## config.mk

```make
export PLATFORM = sky130hd
export DESIGN_NAME = register_file
export DESIGN_NICKNAME = d
export VERILOG_FILES = /design/src/rv_backend_pkg.sv /design/src/register_file.sv
export SDC_FILE = /design/constraint.sdc
export NUM_CORES = 2
export LEC_CHECK = 0
export BUFFER_PORTS_ARGS = -buffer_cell sky130_fd_sc_hd__clkbuf_2
export CORE_UTILIZATION = 50
export DETAILED_ROUTE_END_ITERATION = 16
export PLACE_DENSITY = 0.66
export SLEW_MARGIN = 10
export SYNTH_ARGS = -nofsm -noshare
export SYNTH_HDL_FRONTEND = slang
export SYNTH_SLANG_ARGS = --single-unit
```

## constraint.sdc

```tcl
create_clock -name clk_i -period 3.85 [get_ports clk_i]
set_input_delay 0.1925 -clock clk_i [delete_from_list [all_inputs] [get_ports clk_i]]
set_output_delay 0.1925 -clock clk_i [all_outputs]
set_load 0.01 [all_outputs]
```

## src/rv_backend_pkg.sv

```systemverilog
package rv_backend_pkg;

    // Datapath width
    localparam int XLEN = 32;

    // Register file geometry
    localparam int REG_ADDR_W = 5;
    localparam int NUM_REGS   = 1 << REG_ADDR_W;

    // Data memory geometry, word organized
    localparam int DMEM_WORDS  = 256;
    localparam int DMEM_ADDR_W = $clog2(DMEM_WORDS);

    // Bytes per word, for lane enables
    localparam int BYTES_PER_WORD = XLEN / 8;

    // Writeback result source
    // Order matches the result mux inputs
    typedef enum logic [2:0] {
        RES_ALU       = 3'd0,
        RES_PC_TARGET = 3'd1,
        RES_PC_PLUS4  = 3'd2,
        RES_IMM       = 3'd3,
        RES_MEM       = 3'd4
    } result_src_e;

    // Load/store width, same code as funct3
    // Unsigned variants only make sense for loads
    typedef enum logic [2:0] {
        MEM_B  = 3'b000,
        MEM_H  = 3'b001,
        MEM_W  = 3'b010,
        MEM_BU = 3'b100,
        MEM_HU = 3'b101
    } mem_op_e;

endpackage

```

## src/register_file.sv

```systemverilog
module register_file (
    input  logic                                  clk_i,
    input  logic                                  rst_i,

    // Write port from writeback
    input  logic                                  wr_en_i,
    input  logic [rv_backend_pkg::REG_ADDR_W-1:0] wr_addr_i,
    input  logic [rv_backend_pkg::XLEN-1:0]       wr_data_i,

    // Read ports
    input  logic [rv_backend_pkg::REG_ADDR_W-1:0] rs1_addr_i,
    input  logic [rv_backend_pkg::REG_ADDR_W-1:0] rs2_addr_i,
    output logic [rv_backend_pkg::XLEN-1:0]       rs1_data_o,
    output logic [rv_backend_pkg::XLEN-1:0]       rs2_data_o
);

    import rv_backend_pkg::*;

    // Architectural registers x0 to x31
    logic [XLEN-1:0] regs [NUM_REGS];

    // x0 only ever gets the reset value
    always_ff @(posedge clk_i) begin
        if (rst_i) begin
            for (int i = 0; i < NUM_REGS; i++) begin
                regs[i] <= '0;
            end
        end else if (wr_en_i && (wr_addr_i != '0)) begin
            regs[wr_addr_i] <= wr_data_i;
        end
    end

    // Asynchronous reads
    // A same-cycle write shows up only after the edge
    assign rs1_data_o = regs[rs1_addr_i];
    assign rs2_data_o = regs[rs2_addr_i];

    // Covers every write that arrives from writeback
    a_x0_zero : assert property (
        @(posedge clk_i) disable iff (rst_i) regs[0] == '0
    ) else $error("register_file: x0 holds %h", regs[0]);

endmodule

```

# Word level (Yosys, flattened, before mapping)
# Memory sizes are Yosys's and may differ from the RTL's.
# Cells that the tools add are included.
# word_totals
reg_bits,0
mem_bits_rw,1024
input_bits,50
output_inout_bits,64
wordCells,12
n_memories,1
# mem_list
memory,depth,width,read_ports,rd_ports_with_merged_regs,write_ports,line,rtl
regs,32,32,2,0,32,register_file.sv:20,logic [XLEN-1:0] regs [NUM_REGS];
# classes
mux,8
reduce_logical,3
# op_table
cell,n
$mux 32,1
$reduce_or 32->1,1
$mux 1,6
$mux 5,1
$reduce_bool 5->1,1
$logic_and 1x1->1,1

# Logic depth before layout (Yosys ltp)
# logic_depth
ltp_word,7
mapped_depth,8
mapped_depth_nobuf,5

# Least setup slack after synthesis
# OpenSTA, ideal clock, no wires.
# synth_path
path_kind,input port to flip-flop
start,input port rst_i
end,"memory regs[12][0], enable pin"
setup_time_ns,0.375
t_arrival_ns,1.426
required_ns,3.475
path_slack_ns,2.050
stages,5
n_path_buf,1
cell_sequence,nand2b_1 > or3_1 > buf_6 > nor2_4 > or2_2
# synth_rtl
element,line,rtl
"start, declared",register_file.sv:3,"input logic rst_i,"
"end, declared",register_file.sv:20,

# Worst setup path after layout
# layout_path
start,input port rs2_addr_i[0] (netlist bit)
end,output port rs2_data_o[9] (netlist bit)
# layout_between
elab_chain_len,1
# layout_rtl
element,line,rtl
"start, declared",register_file.sv:12,"input logic [rv_backend_pkg::REG_ADDR_W-1:0] rs2_addr_i,"
$mem_v2 32x32,--,
"end, declared",register_file.sv:14,output logic [rv_backend_pkg::XLEN-1:0] rs2_data_o
# Every way passes these cells.

==> impl_metrics.env <==
export IMPL_cellLeakagePower_nw=24.5
export IMPL_io_pins=114
export IMPL_overflow=0
export IMPL_ant_nets=0
export IMPL_h_tree_depth=3
export IMPL_peakVddDrop_mv=0.355
export IMPL_fin_crit_sh=0.746
export IMPL_grt_pass1_wl_um=274000
export IMPL_dieArea_mm2=0.113
export IMPL_path_clk_slew_ns=0.07
export IMPL_cts_tree="yes"
export IMPL_fin_util=0.561
export IMPL_reg_top3="regs: 1024 flops"
export IMPL_final_cell_mix="mux2i_1, edfxtp_1, and2_1"
export IMPL_power_per_cell_area_mw_per_mm2=433
export IMPL_ys_types=29
export IMPL_post_cts_buffers=0
export IMPL_place_hpwl_um=112000
export IMPL_cts_sinks=1024
export IMPL_nets=4665
export IMPL_track_usage=0.340
export IMPL_crit_buf_inv=3
export IMPL_avgSynthCellArea_um2=12.1
export IMPL_status="completed"
export IMPL_syn_to_final_growth_pct=11.2
export IMPL_critPathTopFamily="simple AND/OR/NAND/NOR gates"
export IMPL_cts_max_path_buffers=3
export IMPL_vias=39400
export IMPL_core_mm2=0.111
export IMPL_first_iter_violations=4715
export IMPL_hold_path_class="in -> reg"
export IMPL_drt_first_pass_iters=7
export IMPL_worst_ep_required_time_ns=3.66
export IMPL_cp_endpoint="rs2_data_o[9]"
export IMPL_cpMostUsedCell="clkbuf_2"
export IMPL_path_depth=8
export IMPL_dieHeight_um=336
export IMPL_antenna_found_initial=9
export IMPL_period_minus_slack_ns=2.87
export IMPL_largest_register="regs"
export IMPL_cp_end_kind="output pin"
export IMPL_syn_area_mm2=0.0559
export IMPL_synthCells=4605
export IMPL_num_rows=122
export IMPL_critPathLaunchType="primary input"
export IMPL_cts_hold_buf=0
export IMPL_hold_viol=0
export IMPL_cts_buffers=111
export IMPL_start_util=0.504
export IMPL_grt_pass1_vias=38400
export IMPL_yosys_warnings=0
export IMPL_post_route_drc_count=0
export IMPL_drv_slew=0
export IMPL_grt_start_max_net_pins=70
export IMPL_setup_tns_ns=0
export IMPL_die_x_um=336
export IMPL_critPathMaxStageDelay_ns=0.65
export IMPL_synth_seq_cells=1024
export IMPL_rsz0062_at_grt="no"
export IMPL_slew_headroom=0.300
export IMPL_cap_violations=0
export IMPL_crit_path_top_delay_cell="nor2b_4"
export IMPL_power_total_mw=26.9
export IMPL_ys_seq_area_frac=0.550
export IMPL_cts_resized=0
export IMPL_layout_drive_gt1_share=0.116
export IMPL_whs_ns=0.158
export IMPL_worst_slew_pin_slew_ns=1.05
export IMPL_largest_reg_flops=1024
export IMPL_clockRootBuffer="clkbuf_16"
export IMPL_critPathMaxFanout=20
export IMPL_setup_worst_path_start="rs2_addr_i[0]"
export IMPL_worstPathArrival_ns=2.68
export IMPL_setup_worst_path_class="in -> out"
export IMPL_crit_path_cell_trace="clkbuf_2 > nor2b_4 > buf_4 > a22o_1 > nor3_1 > a31oi_1 > nand3_1 > clkbuf_2"
export IMPL_numPortBuffers=113
export IMPL_avgRoutedWirePerCell_um=31.5
export IMPL_holdPathStages=2
export IMPL_via_per_inst=6.36
export IMPL_setup_viol=0
export IMPL_routed_wl_um=195000
export IMPL_gp_congestion=0.872
export IMPL_clock_fmax_mhz=348
cell usage after synthesis:
cell type     n  share of area
or3_1         2        0.00022
mux2i_1    1024           0.18
a22oi_1     192          0.026
a21oi_1     192          0.017
or2_2        33         0.0037
nand2_1     196          0.013
nand3_1     193          0.017
nor2_4        7         0.0014
a22o_1      128          0.020
clkbuf_1    218          0.015
clkbuf_2      9        0.00081
conb_1        1       0.000067
nor2b_1       5        0.00056
nor2_2        7        0.00078
nor3_1       64         0.0057
clkbuf_4      7        0.00094
buf_2       113          0.010
or3b_4        2        0.00040
nand3_2       1        0.00018
nand3b_2      1        0.00020
and2_1      994           0.11
nand3b_1      3        0.00040
a31oi_1      64         0.0072
buf_4        63         0.0085
edfxtp_1   1024           0.55
buf_6        12         0.0024
buf_1        24         0.0016
nand2b_1      5        0.00056
nor2_1       21         0.0014
final cells by class:
cell class                      instances  area, µm²
Tap cell                             1488       1860
Timing Repair Buffer                  312       2770
Multi-Input combinational cell       3166      23300
Clock buffer                          135       2910
Sequential cell                      1024      30700
Antenna cell                            7       17.5
Clock inverter                         63        533
Fill cell                            9146      48700
routing by layer:
| layer | global-route usage | up-vias | part of all wire |
|---|---|---|---|
| met2 | 0.531 | 2374 | 0.45 |
| li1 | - | 16900 | - |
| met4 | 0.170 | 4 | 0.052 |
| met5 | 0 | - | 0.00013 |
| met1 | 0.455 | 19600 | 0.39 |
| met3 | 0.0631 | 501 | 0.10 |
worst min-delay path by stage:
stage | endpoint | slack (ns) | start
6_report | regs[19][20] | 0.16 | wr_data_i[20]
5_1_grt | regs[6][20] | 0.21 | wr_data_i[20]
4_1_cts | regs[19][20] | 0.13 | wr_data_i[20]
3_5_place_dp | regs[26][20] | 0.88 | wr_data_i[20]
3_3_place_gp | regs[26][20] | 0.87 | wr_data_i[20]
2_1_floorplan | regs[1][31] | 0.39 | wr_data_i[31]
power by group:
group | leakage, nW | switching, mW | internal, mW
clock network | 1.68 | 4.53 | 5.87
logic | 13.0 | 2.13 | 1.14
registers | 9.75 | 0.342 | 12.9
per-stage QoR:
step                cells  setup slack (ns)  cell area [µm²]
floorplan            4636              2.05            56000
CTS                  6188              1.01            62100
global route         6188             0.990            62100
finish               6195             0.977            62100
global placement     5990              1.07            58700
detailed placement   5990              1.01            58700
kinds of logic after synthesis:
group / after synthesis / synth area share
AO/OA/AOI/OAI: 576 / 0.0702
buffers and inverters: 446 / 0.0390
flip-flops: 1024 / 0.550
multiplexers: 1024 / 0.183
other: 1 / 0.0000671
AND/OR/NAND/NOR: 1534 / 0.157
Note: power is estimated with default switching activity, not from simulation.
