--- src/rv_backend_pkg.sv ---
package rv_backend_pkg;

    // Datapath width
    localparam int XLEN = 32;

    // Register file geometry
    localparam int REG_ADDR_W = 5;
    localparam int NUM_REGS   = 1 << REG_ADDR_W;

    // Data memory geometry, word organized
    localparam int DMEM_WORDS  = 256;
    localparam int DMEM_ADDR_W = $clog2(DMEM_WORDS);

    // Bytes per word, for lane enables
    localparam int BYTES_PER_WORD = XLEN / 8;

    // Writeback result source
    // Order matches the result mux inputs
    typedef enum logic [2:0] {
        RES_ALU       = 3'd0,
        RES_PC_TARGET = 3'd1,
        RES_PC_PLUS4  = 3'd2,
        RES_IMM       = 3'd3,
        RES_MEM       = 3'd4
    } result_src_e;

    // Load/store width, same code as funct3
    // Unsigned variants only make sense for loads
    typedef enum logic [2:0] {
        MEM_B  = 3'b000,
        MEM_H  = 3'b001,
        MEM_W  = 3'b010,
        MEM_BU = 3'b100,
        MEM_HU = 3'b101
    } mem_op_e;

endpackage

--- src/mem_wb_if.sv ---
interface mem_wb_if;

    import rv_backend_pkg::*;

    // Data fields
    logic [XLEN-1:0]       alu_result;
    logic [XLEN-1:0]       reduced_data;
    logic [XLEN-1:0]       pc_target;
    logic [XLEN-1:0]       pc_plus4;
    logic [XLEN-1:0]       imm_ext;
    logic [REG_ADDR_W-1:0] rd;

    // Control fields
    result_src_e           result_src;
    logic                  reg_write;

    // Memory stage drives
    modport mem_side (
        output alu_result, reduced_data, pc_target, pc_plus4, imm_ext, rd,
        output result_src, reg_write
    );

    // Writeback stage samples
    modport wb_side (
        input alu_result, reduced_data, pc_target, pc_plus4, imm_ext, rd,
        input result_src, reg_write
    );

endinterface

--- src/writeback_stage.sv ---
module writeback_stage (
    input  logic                                  clk_i,
    input  logic                                  rst_i,
    input  logic                                  stall_i,

    mem_wb_if.wb_side                             mw,

    output logic [rv_backend_pkg::XLEN-1:0]       result_w_o,
    output logic [rv_backend_pkg::REG_ADDR_W-1:0] rd_w_o,
    output logic                                  reg_write_w_o
);

    import rv_backend_pkg::*;

    // Writeback pipeline register, payload
    logic [XLEN-1:0] alu_result_w;
    logic [XLEN-1:0] reduced_data_w;
    logic [XLEN-1:0] pc_target_w;
    logic [XLEN-1:0] pc_plus4_w;
    logic [XLEN-1:0] imm_ext_w;

    // Writeback pipeline register, control
    result_src_e     result_src_w;

    // Control cleared so no write leaks out of reset
    always_ff @(posedge clk_i) begin
        if (rst_i) begin
            rd_w_o        <= '0;
            result_src_w  <= RES_ALU;
            reg_write_w_o <= 1'b0;
        end else if (!stall_i) begin
            rd_w_o        <= mw.rd;
            result_src_w  <= mw.result_src;
            reg_write_w_o <= mw.reg_write;
        end
    end

    always_ff @(posedge clk_i) begin
        if (!stall_i) begin
            alu_result_w   <= mw.alu_result;
            reduced_data_w <= mw.reduced_data;
            pc_target_w    <= mw.pc_target;
            pc_plus4_w     <= mw.pc_plus4;
            imm_ext_w      <= mw.imm_ext;
        end
    end

    // Result select
    always_comb begin
        unique case (result_src_w)
            RES_ALU:       result_w_o = alu_result_w;
            // Branch or jump target, e.g. auipc
            RES_PC_TARGET: result_w_o = pc_target_w;
            // Link value for jal and jalr
            RES_PC_PLUS4:  result_w_o = pc_plus4_w;
            // lui
            RES_IMM:       result_w_o = imm_ext_w;
            RES_MEM:       result_w_o = reduced_data_w;
            default:       result_w_o = alu_result_w;
        endcase
    end

    // Raw select comes from top level cast, so codes 5 to 7 can appear
    a_result_src_defined : assert property (
        @(posedge clk_i) disable iff (rst_i)
        reg_write_w_o |-> (result_src_w inside {RES_ALU, RES_PC_TARGET, RES_PC_PLUS4,
                                                RES_IMM, RES_MEM})
    ) else $error("writeback_stage: undefined result source %0d", result_src_w);

endmodule

--- src/flat_wrapper.sv ---
// flat-port wrapper written by rule: the top's interface ports become plain ports
module writeback_stage_flat import rv_backend_pkg::*;
  (clk_i, rst_i, stall_i, result_w_o, rd_w_o, reg_write_w_o, mw_alu_result, mw_reduced_data, mw_pc_target, mw_pc_plus4, mw_imm_ext, mw_rd, mw_result_src, mw_reg_write);
  mem_wb_if mw_i ();
  input  logic clk_i;
  input  logic rst_i;
  input  logic stall_i;
  output logic [rv_backend_pkg::XLEN-1:0] result_w_o;
  output logic [rv_backend_pkg::REG_ADDR_W-1:0] rd_w_o;
  output logic reg_write_w_o;
  input wire logic [$bits(mw_i.alu_result)-1:0] mw_alu_result;
  input wire logic [$bits(mw_i.reduced_data)-1:0] mw_reduced_data;
  input wire logic [$bits(mw_i.pc_target)-1:0] mw_pc_target;
  input wire logic [$bits(mw_i.pc_plus4)-1:0] mw_pc_plus4;
  input wire logic [$bits(mw_i.imm_ext)-1:0] mw_imm_ext;
  input wire logic [$bits(mw_i.rd)-1:0] mw_rd;
  input wire logic [$bits(mw_i.result_src)-1:0] mw_result_src;
  input wire logic [$bits(mw_i.reg_write)-1:0] mw_reg_write;
  assign mw_i.alu_result = mw_alu_result;
  assign mw_i.reduced_data = mw_reduced_data;
  assign mw_i.pc_target = mw_pc_target;
  assign mw_i.pc_plus4 = mw_pc_plus4;
  assign mw_i.imm_ext = mw_imm_ext;
  assign mw_i.rd = mw_rd;
  assign mw_i.result_src = mw_result_src;
  assign mw_i.reg_write = mw_reg_write;
  writeback_stage u_core (.clk_i(clk_i), .rst_i(rst_i), .stall_i(stall_i), .mw(mw_i), .result_w_o(result_w_o), .rd_w_o(rd_w_o), .reg_write_w_o(reg_write_w_o));
endmodule
--- config.mk ---
export PLATFORM = sky130hd
export DESIGN_NAME = writeback_stage_flat
export DESIGN_NICKNAME = d
export VERILOG_FILES = /design/src/rv_backend_pkg.sv /design/src/mem_wb_if.sv /design/src/writeback_stage.sv /design/src/flat_wrapper.sv
export SDC_FILE = /design/constraint.sdc
export NUM_CORES = 1
export LEC_CHECK = 0
export BUFFER_PORTS_ARGS = -buffer_cell sky130_fd_sc_hd__buf_2
export CAP_MARGIN = 25
export CORE_MARGIN = 4
export CORE_UTILIZATION = 32
export CTS_CLUSTER_SIZE = 40
export DETAILED_ROUTE_END_ITERATION = 10
export GPL_TIMING_DRIVEN = 0
export SKIP_LAST_GASP = 1
export SYNTH_ARGS = -nofsm -noshare
export SYNTH_HDL_FRONTEND = slang
export SYNTH_SLANG_ARGS = --single-unit
--- constraint.sdc ---
create_clock -name clk_i -period 5 [get_ports clk_i]
set_clock_uncertainty 0.1 [all_clocks]
set_input_delay 0 -clock clk_i [delete_from_list [all_inputs] [get_ports clk_i]]
set_output_delay 0 -clock clk_i [all_outputs]
set_load 0.005 [all_outputs]
==> results_dict.tcl, run 1 <==
set metrics [dict create \
    status "did not finish" \
    stop_stage "clock tree synthesis" \
    error_line "[ERROR RSZ-0060] Max buffer count reached." \
    die_w_um 148.5 \
    clock_sinks 169 \
    dp_cells 826 \
    rows 51 \
    synth_area_mm2 0.006316 \
    die_h_um 148.5 \
    yosysSeqAreaShare_pct 78.92 \
    cts_resized 0 \
    numCtsBuffers 17 \
    yosys_warnings 0 \
    cts_max_level 4 \
    synthTopCellsByArea "edfxtp_1, o32ai_1, a22oi_1" \
    syn_avg_cell_area_um2 17.89 \
    post-cts-setup-buffers 0 \
    root_buffer "clkbuf_16" \
    ys_ff_latch 169 \
    synth_top_area_cell "edfxtp_1" \
    start_util_pct 32.45 \
    postSynthCellCount 353 \
    synth_cell_type_count 20 \
    gp_congestion 0.7760 \
    synth_top_area_share_pct 76.07 \
    dp_hpwl_um 11710 \
    io_buffer_count 207 \
    synth_nets 525 \
    hold_buffers 172 \
    pin_count 210 \
    post_dp_cell_area_mm2 0.007716 \
    cts.path.max_buffers 2 \
]
synth_stat cells (all sizes together):
cell type / number
xnor2: 1
a22oi: 32
o32ai: 32
nor2: 10
edfxtp: 160
buf: 22
nand2b: 2
o21ba: 1
o21a: 32
dfxtp: 9
clkbuf: 8
o22ai: 32
inv: 1
mux2i: 9
nor2b: 2
logic make-up after synthesis:
family                 after synthesis  synth area share (%)
multiplexers                         9                 1.426
AO/OA/AOI/OAI                      129                 15.47
XOR/XNOR                             1                0.1387
flip-flops                         169                 78.92
AND/OR/NAND/NOR                     14                 1.109
buffers and inverters               31                 2.932
metrics by stage:
stage	setup slack, ns	hold slack [ns]
3_5_place_dp	3.029	0.07810
2_1_floorplan	1.086	-0.001131
3_3_place_gp	0.06075	0.07678
==> run 2, diff against run 1 <==
Settings changed: CORE_UTILIZATION 32 to 20, CTS_CLUSTER_SIZE 40 to default, PLACE_DENSITY_LB_ADDON from default to 0.15.
==> run 2 against run 1 <==
Against the previous run: the run now ends clean; synthesized cell count stayed put; synthesized area did not move.
==> results_dict.tcl, run 2 <==
set metrics [dict create \
    startpoint "u_core.result_src_w[1]$_SDFFE_PP0N_" \
    hold_path_class "input port to register" \
    post-cts-setup-buffers 0 \
    cts_max_level 4 \
    dp_cells 957 \
    grt_overflow 0 \
    tritoncts "built" \
    hp-start "mw_pc_target[19]" \
    cts.path.max_buffers 2 \
    drt_iter0_markers 240 \
    synth_area_mm2 0.006316 \
    grt_pass1_wl_um 30260 \
    synth_cell_type_count 20 \
    vias 4800 \
    numCtsBuffers 17 \
    synth_nets 525 \
    vdd_ir_drop_max_mv 0.2441 \
    worst_slew_pin_slew_ns 0.7343 \
    worstPathArrival_ns 2.83 \
    postSynthCellCount 353 \
    clock_sinks 169 \
    yosysSeqAreaShare_pct 78.92 \
    fillerInstances 3053 \
    power_density_mw_per_mm2 340.5 \
    start_util_pct 20.43 \
    drive_above_1_share_pct 33.89 \
    finalCritPeriodShare_pct 50.96 \
    max_cap_violations 0 \
    io_buffer_count 207 \
    worst-setup-path-type "register to register" \
    relSlewSlack_pct 51.04 \
    async_flop_share_pct 0 \
    core_area_mm2 0.03091 \
    die_h_um 185.7 \
    synth_top_area_share_pct 76.07 \
    ys_ff_latch 169 \
    grt_usage_pct 11.90 \
    drv_slew 0 \
    required_ns 5.28 \
    fin_ws_ns 2.452 \
    die_w_um 185.7 \
    grt_pass1_vias 5309 \
    final_cell_mix "buf_2, dlygate4sd3_1, edfxtp_1" \
    cp-start-kind "register" \
    pin_count 210 \
    vias_per_cell 4.078 \
    r2r_slack_ns 2.45 \
    grt_antenna_before_repair 0 \
    fin_nets 939 \
    setup_viol 0 \
    final_util_pct 33.46 \
    ys.flop_type "edfxtp_1" \
    cp_max_fo 10 \
    max_freq_ghz 0.3925 \
    cp-end-kind "register" \
    gp_congestion 0.7500 \
    drc 0 \
    pre_cts_ws_ns 2.861 \
    root_buffer "clkbuf_16" \
    leakagePower_nw 3.928 \
    ant_nets 0 \
    syn2layout_area_growth_pct 63.75 \
    clkTransAtPathRegs_ns 0.07 \
    final_cells 1177 \
    yosys_warnings 0 \
    grt_max_degree 84 \
    syn_avg_cell_area_um2 17.89 \
    netlist_top_cells_count "edfxtp_1, a22oi_1, o21a_1, o22ai_1, o32ai_1" \
    rsz0062_at_grt "false" \
    routed_wl_um 20760 \
    die_area_mm2 0.03449 \
    wl_per_cell_um 17.63 \
    rows 64 \
    hold_viol 0 \
    rr_startpoint "u_core.result_src_w[1]$_SDFFE_PP0N_" \
    yosysMostFrequentCell "edfxtp_1" \
    synth_top_area_cell "edfxtp_1" \
    synth-edff-count 160 \
    status "completed" \
    dp_hpwl_um 13260 \
    clock_latency_ns 0.43 \
    dr.pass1.iters 4 \
    fin_crit_ns 2.548 \
    synthTopCellsByArea "edfxtp_1, o32ai_1, a22oi_1" \
    layout_commonest_cell "buf_2" \
]
==> run 2: layer usage <==
layer | up-vias | wire (µm) | track usage (%)
li1 | 2306 | - | -
met2 | 170 | 10090 | 20.06
met1 | 2308 | 9060 | 14.86
met5 | - | 0 | 0
met3 | 16 | 1320 | 3.205
met4 | 0 | 280 | 3.876
==> run 2: final timing paths <==
path,end,cells past startpoint
setup / recovery,u_core.result_src_w[1]$_SDFFE_PP0N_,6
hold / removal,u_core.pc_target_w[19]$_DFFE_PN_,2
setup reg to reg,u_core.result_src_w[1]$_SDFFE_PP0N_,6
hold reg to reg,u_core.rd_w_o[3]$_SDFFE_PP0N_,4
==> run 2: through the flow <==
stage / total power, mW / setup TNS, ns / area (µm²) / hold slack (ns)
floorplan: 1.904 / 0 / 6316 / -0.001131
global placement: 2.104 / -45.57 / 7848 / 0.07627
detailed placement: 2.102 / 0 / 7880 / 0.07820
CTS: 3.584 / 0 / 10340 / 0.1303
global route: 3.685 / 0 / 10340 / 0.1464
finish: 3.521 / 0 / 10340 / 0.1610
==> run 2: cell families after synthesis <==
logic type / count (synthesis) / synth area share, %
buf+inv: 31 / 2.932
compound gates: 129 / 15.47
flops: 169 / 78.92
simple gates: 14 / 1.109
xor+xnor: 1 / 0.1387
mux: 9 / 1.426
==> run 2: area by class of cell <==
cell class / instances / area, µm² / area share [%]
Antenna cell: 2 / 5.005 / 0.04839
Buffer: 30 / 181.4 / 1.754
Clock buffer: 17 / 425.4 / 4.113
Clock inverter: 14 / 160.2 / 1.549
Inverter: 1 / 8.758 / 0.08468
Multi-Input combinational cell: 153 / 1146 / 11.08
Sequential cell: 169 / 4985 / 48.20
Tap cell: 396 / 495.5 / 4.791
Timing Repair Buffer: 395 / 2935 / 28.38
==> run 2: critical path, cell delays in order, from the launching register on <==
cell and delay, ns:
dfxtp_1 0.31, buf_2 0.23, buf_1 0.47, mux2i_1 0.13, dlygate4sd3_1 0.58, nor2_1 0.11, dlygate4sd3_1 0.56
==> run 2: what timing repair did <==
item / CTS / global route
hold buffers: 187 / 0
hold endpoints to repair: 169 / 0
gates resized for setup: 0 / 0
==> run 2: power by group <==
group          switching [mW]  total, mW  leakage (nW)  internal, mW
clock network           0.590       1.34         0.285         0.746
logic                   0.220      0.485          2.00         0.264
registers              0.0304       1.70          1.64          1.67
(Power assumes the default switching activity.)
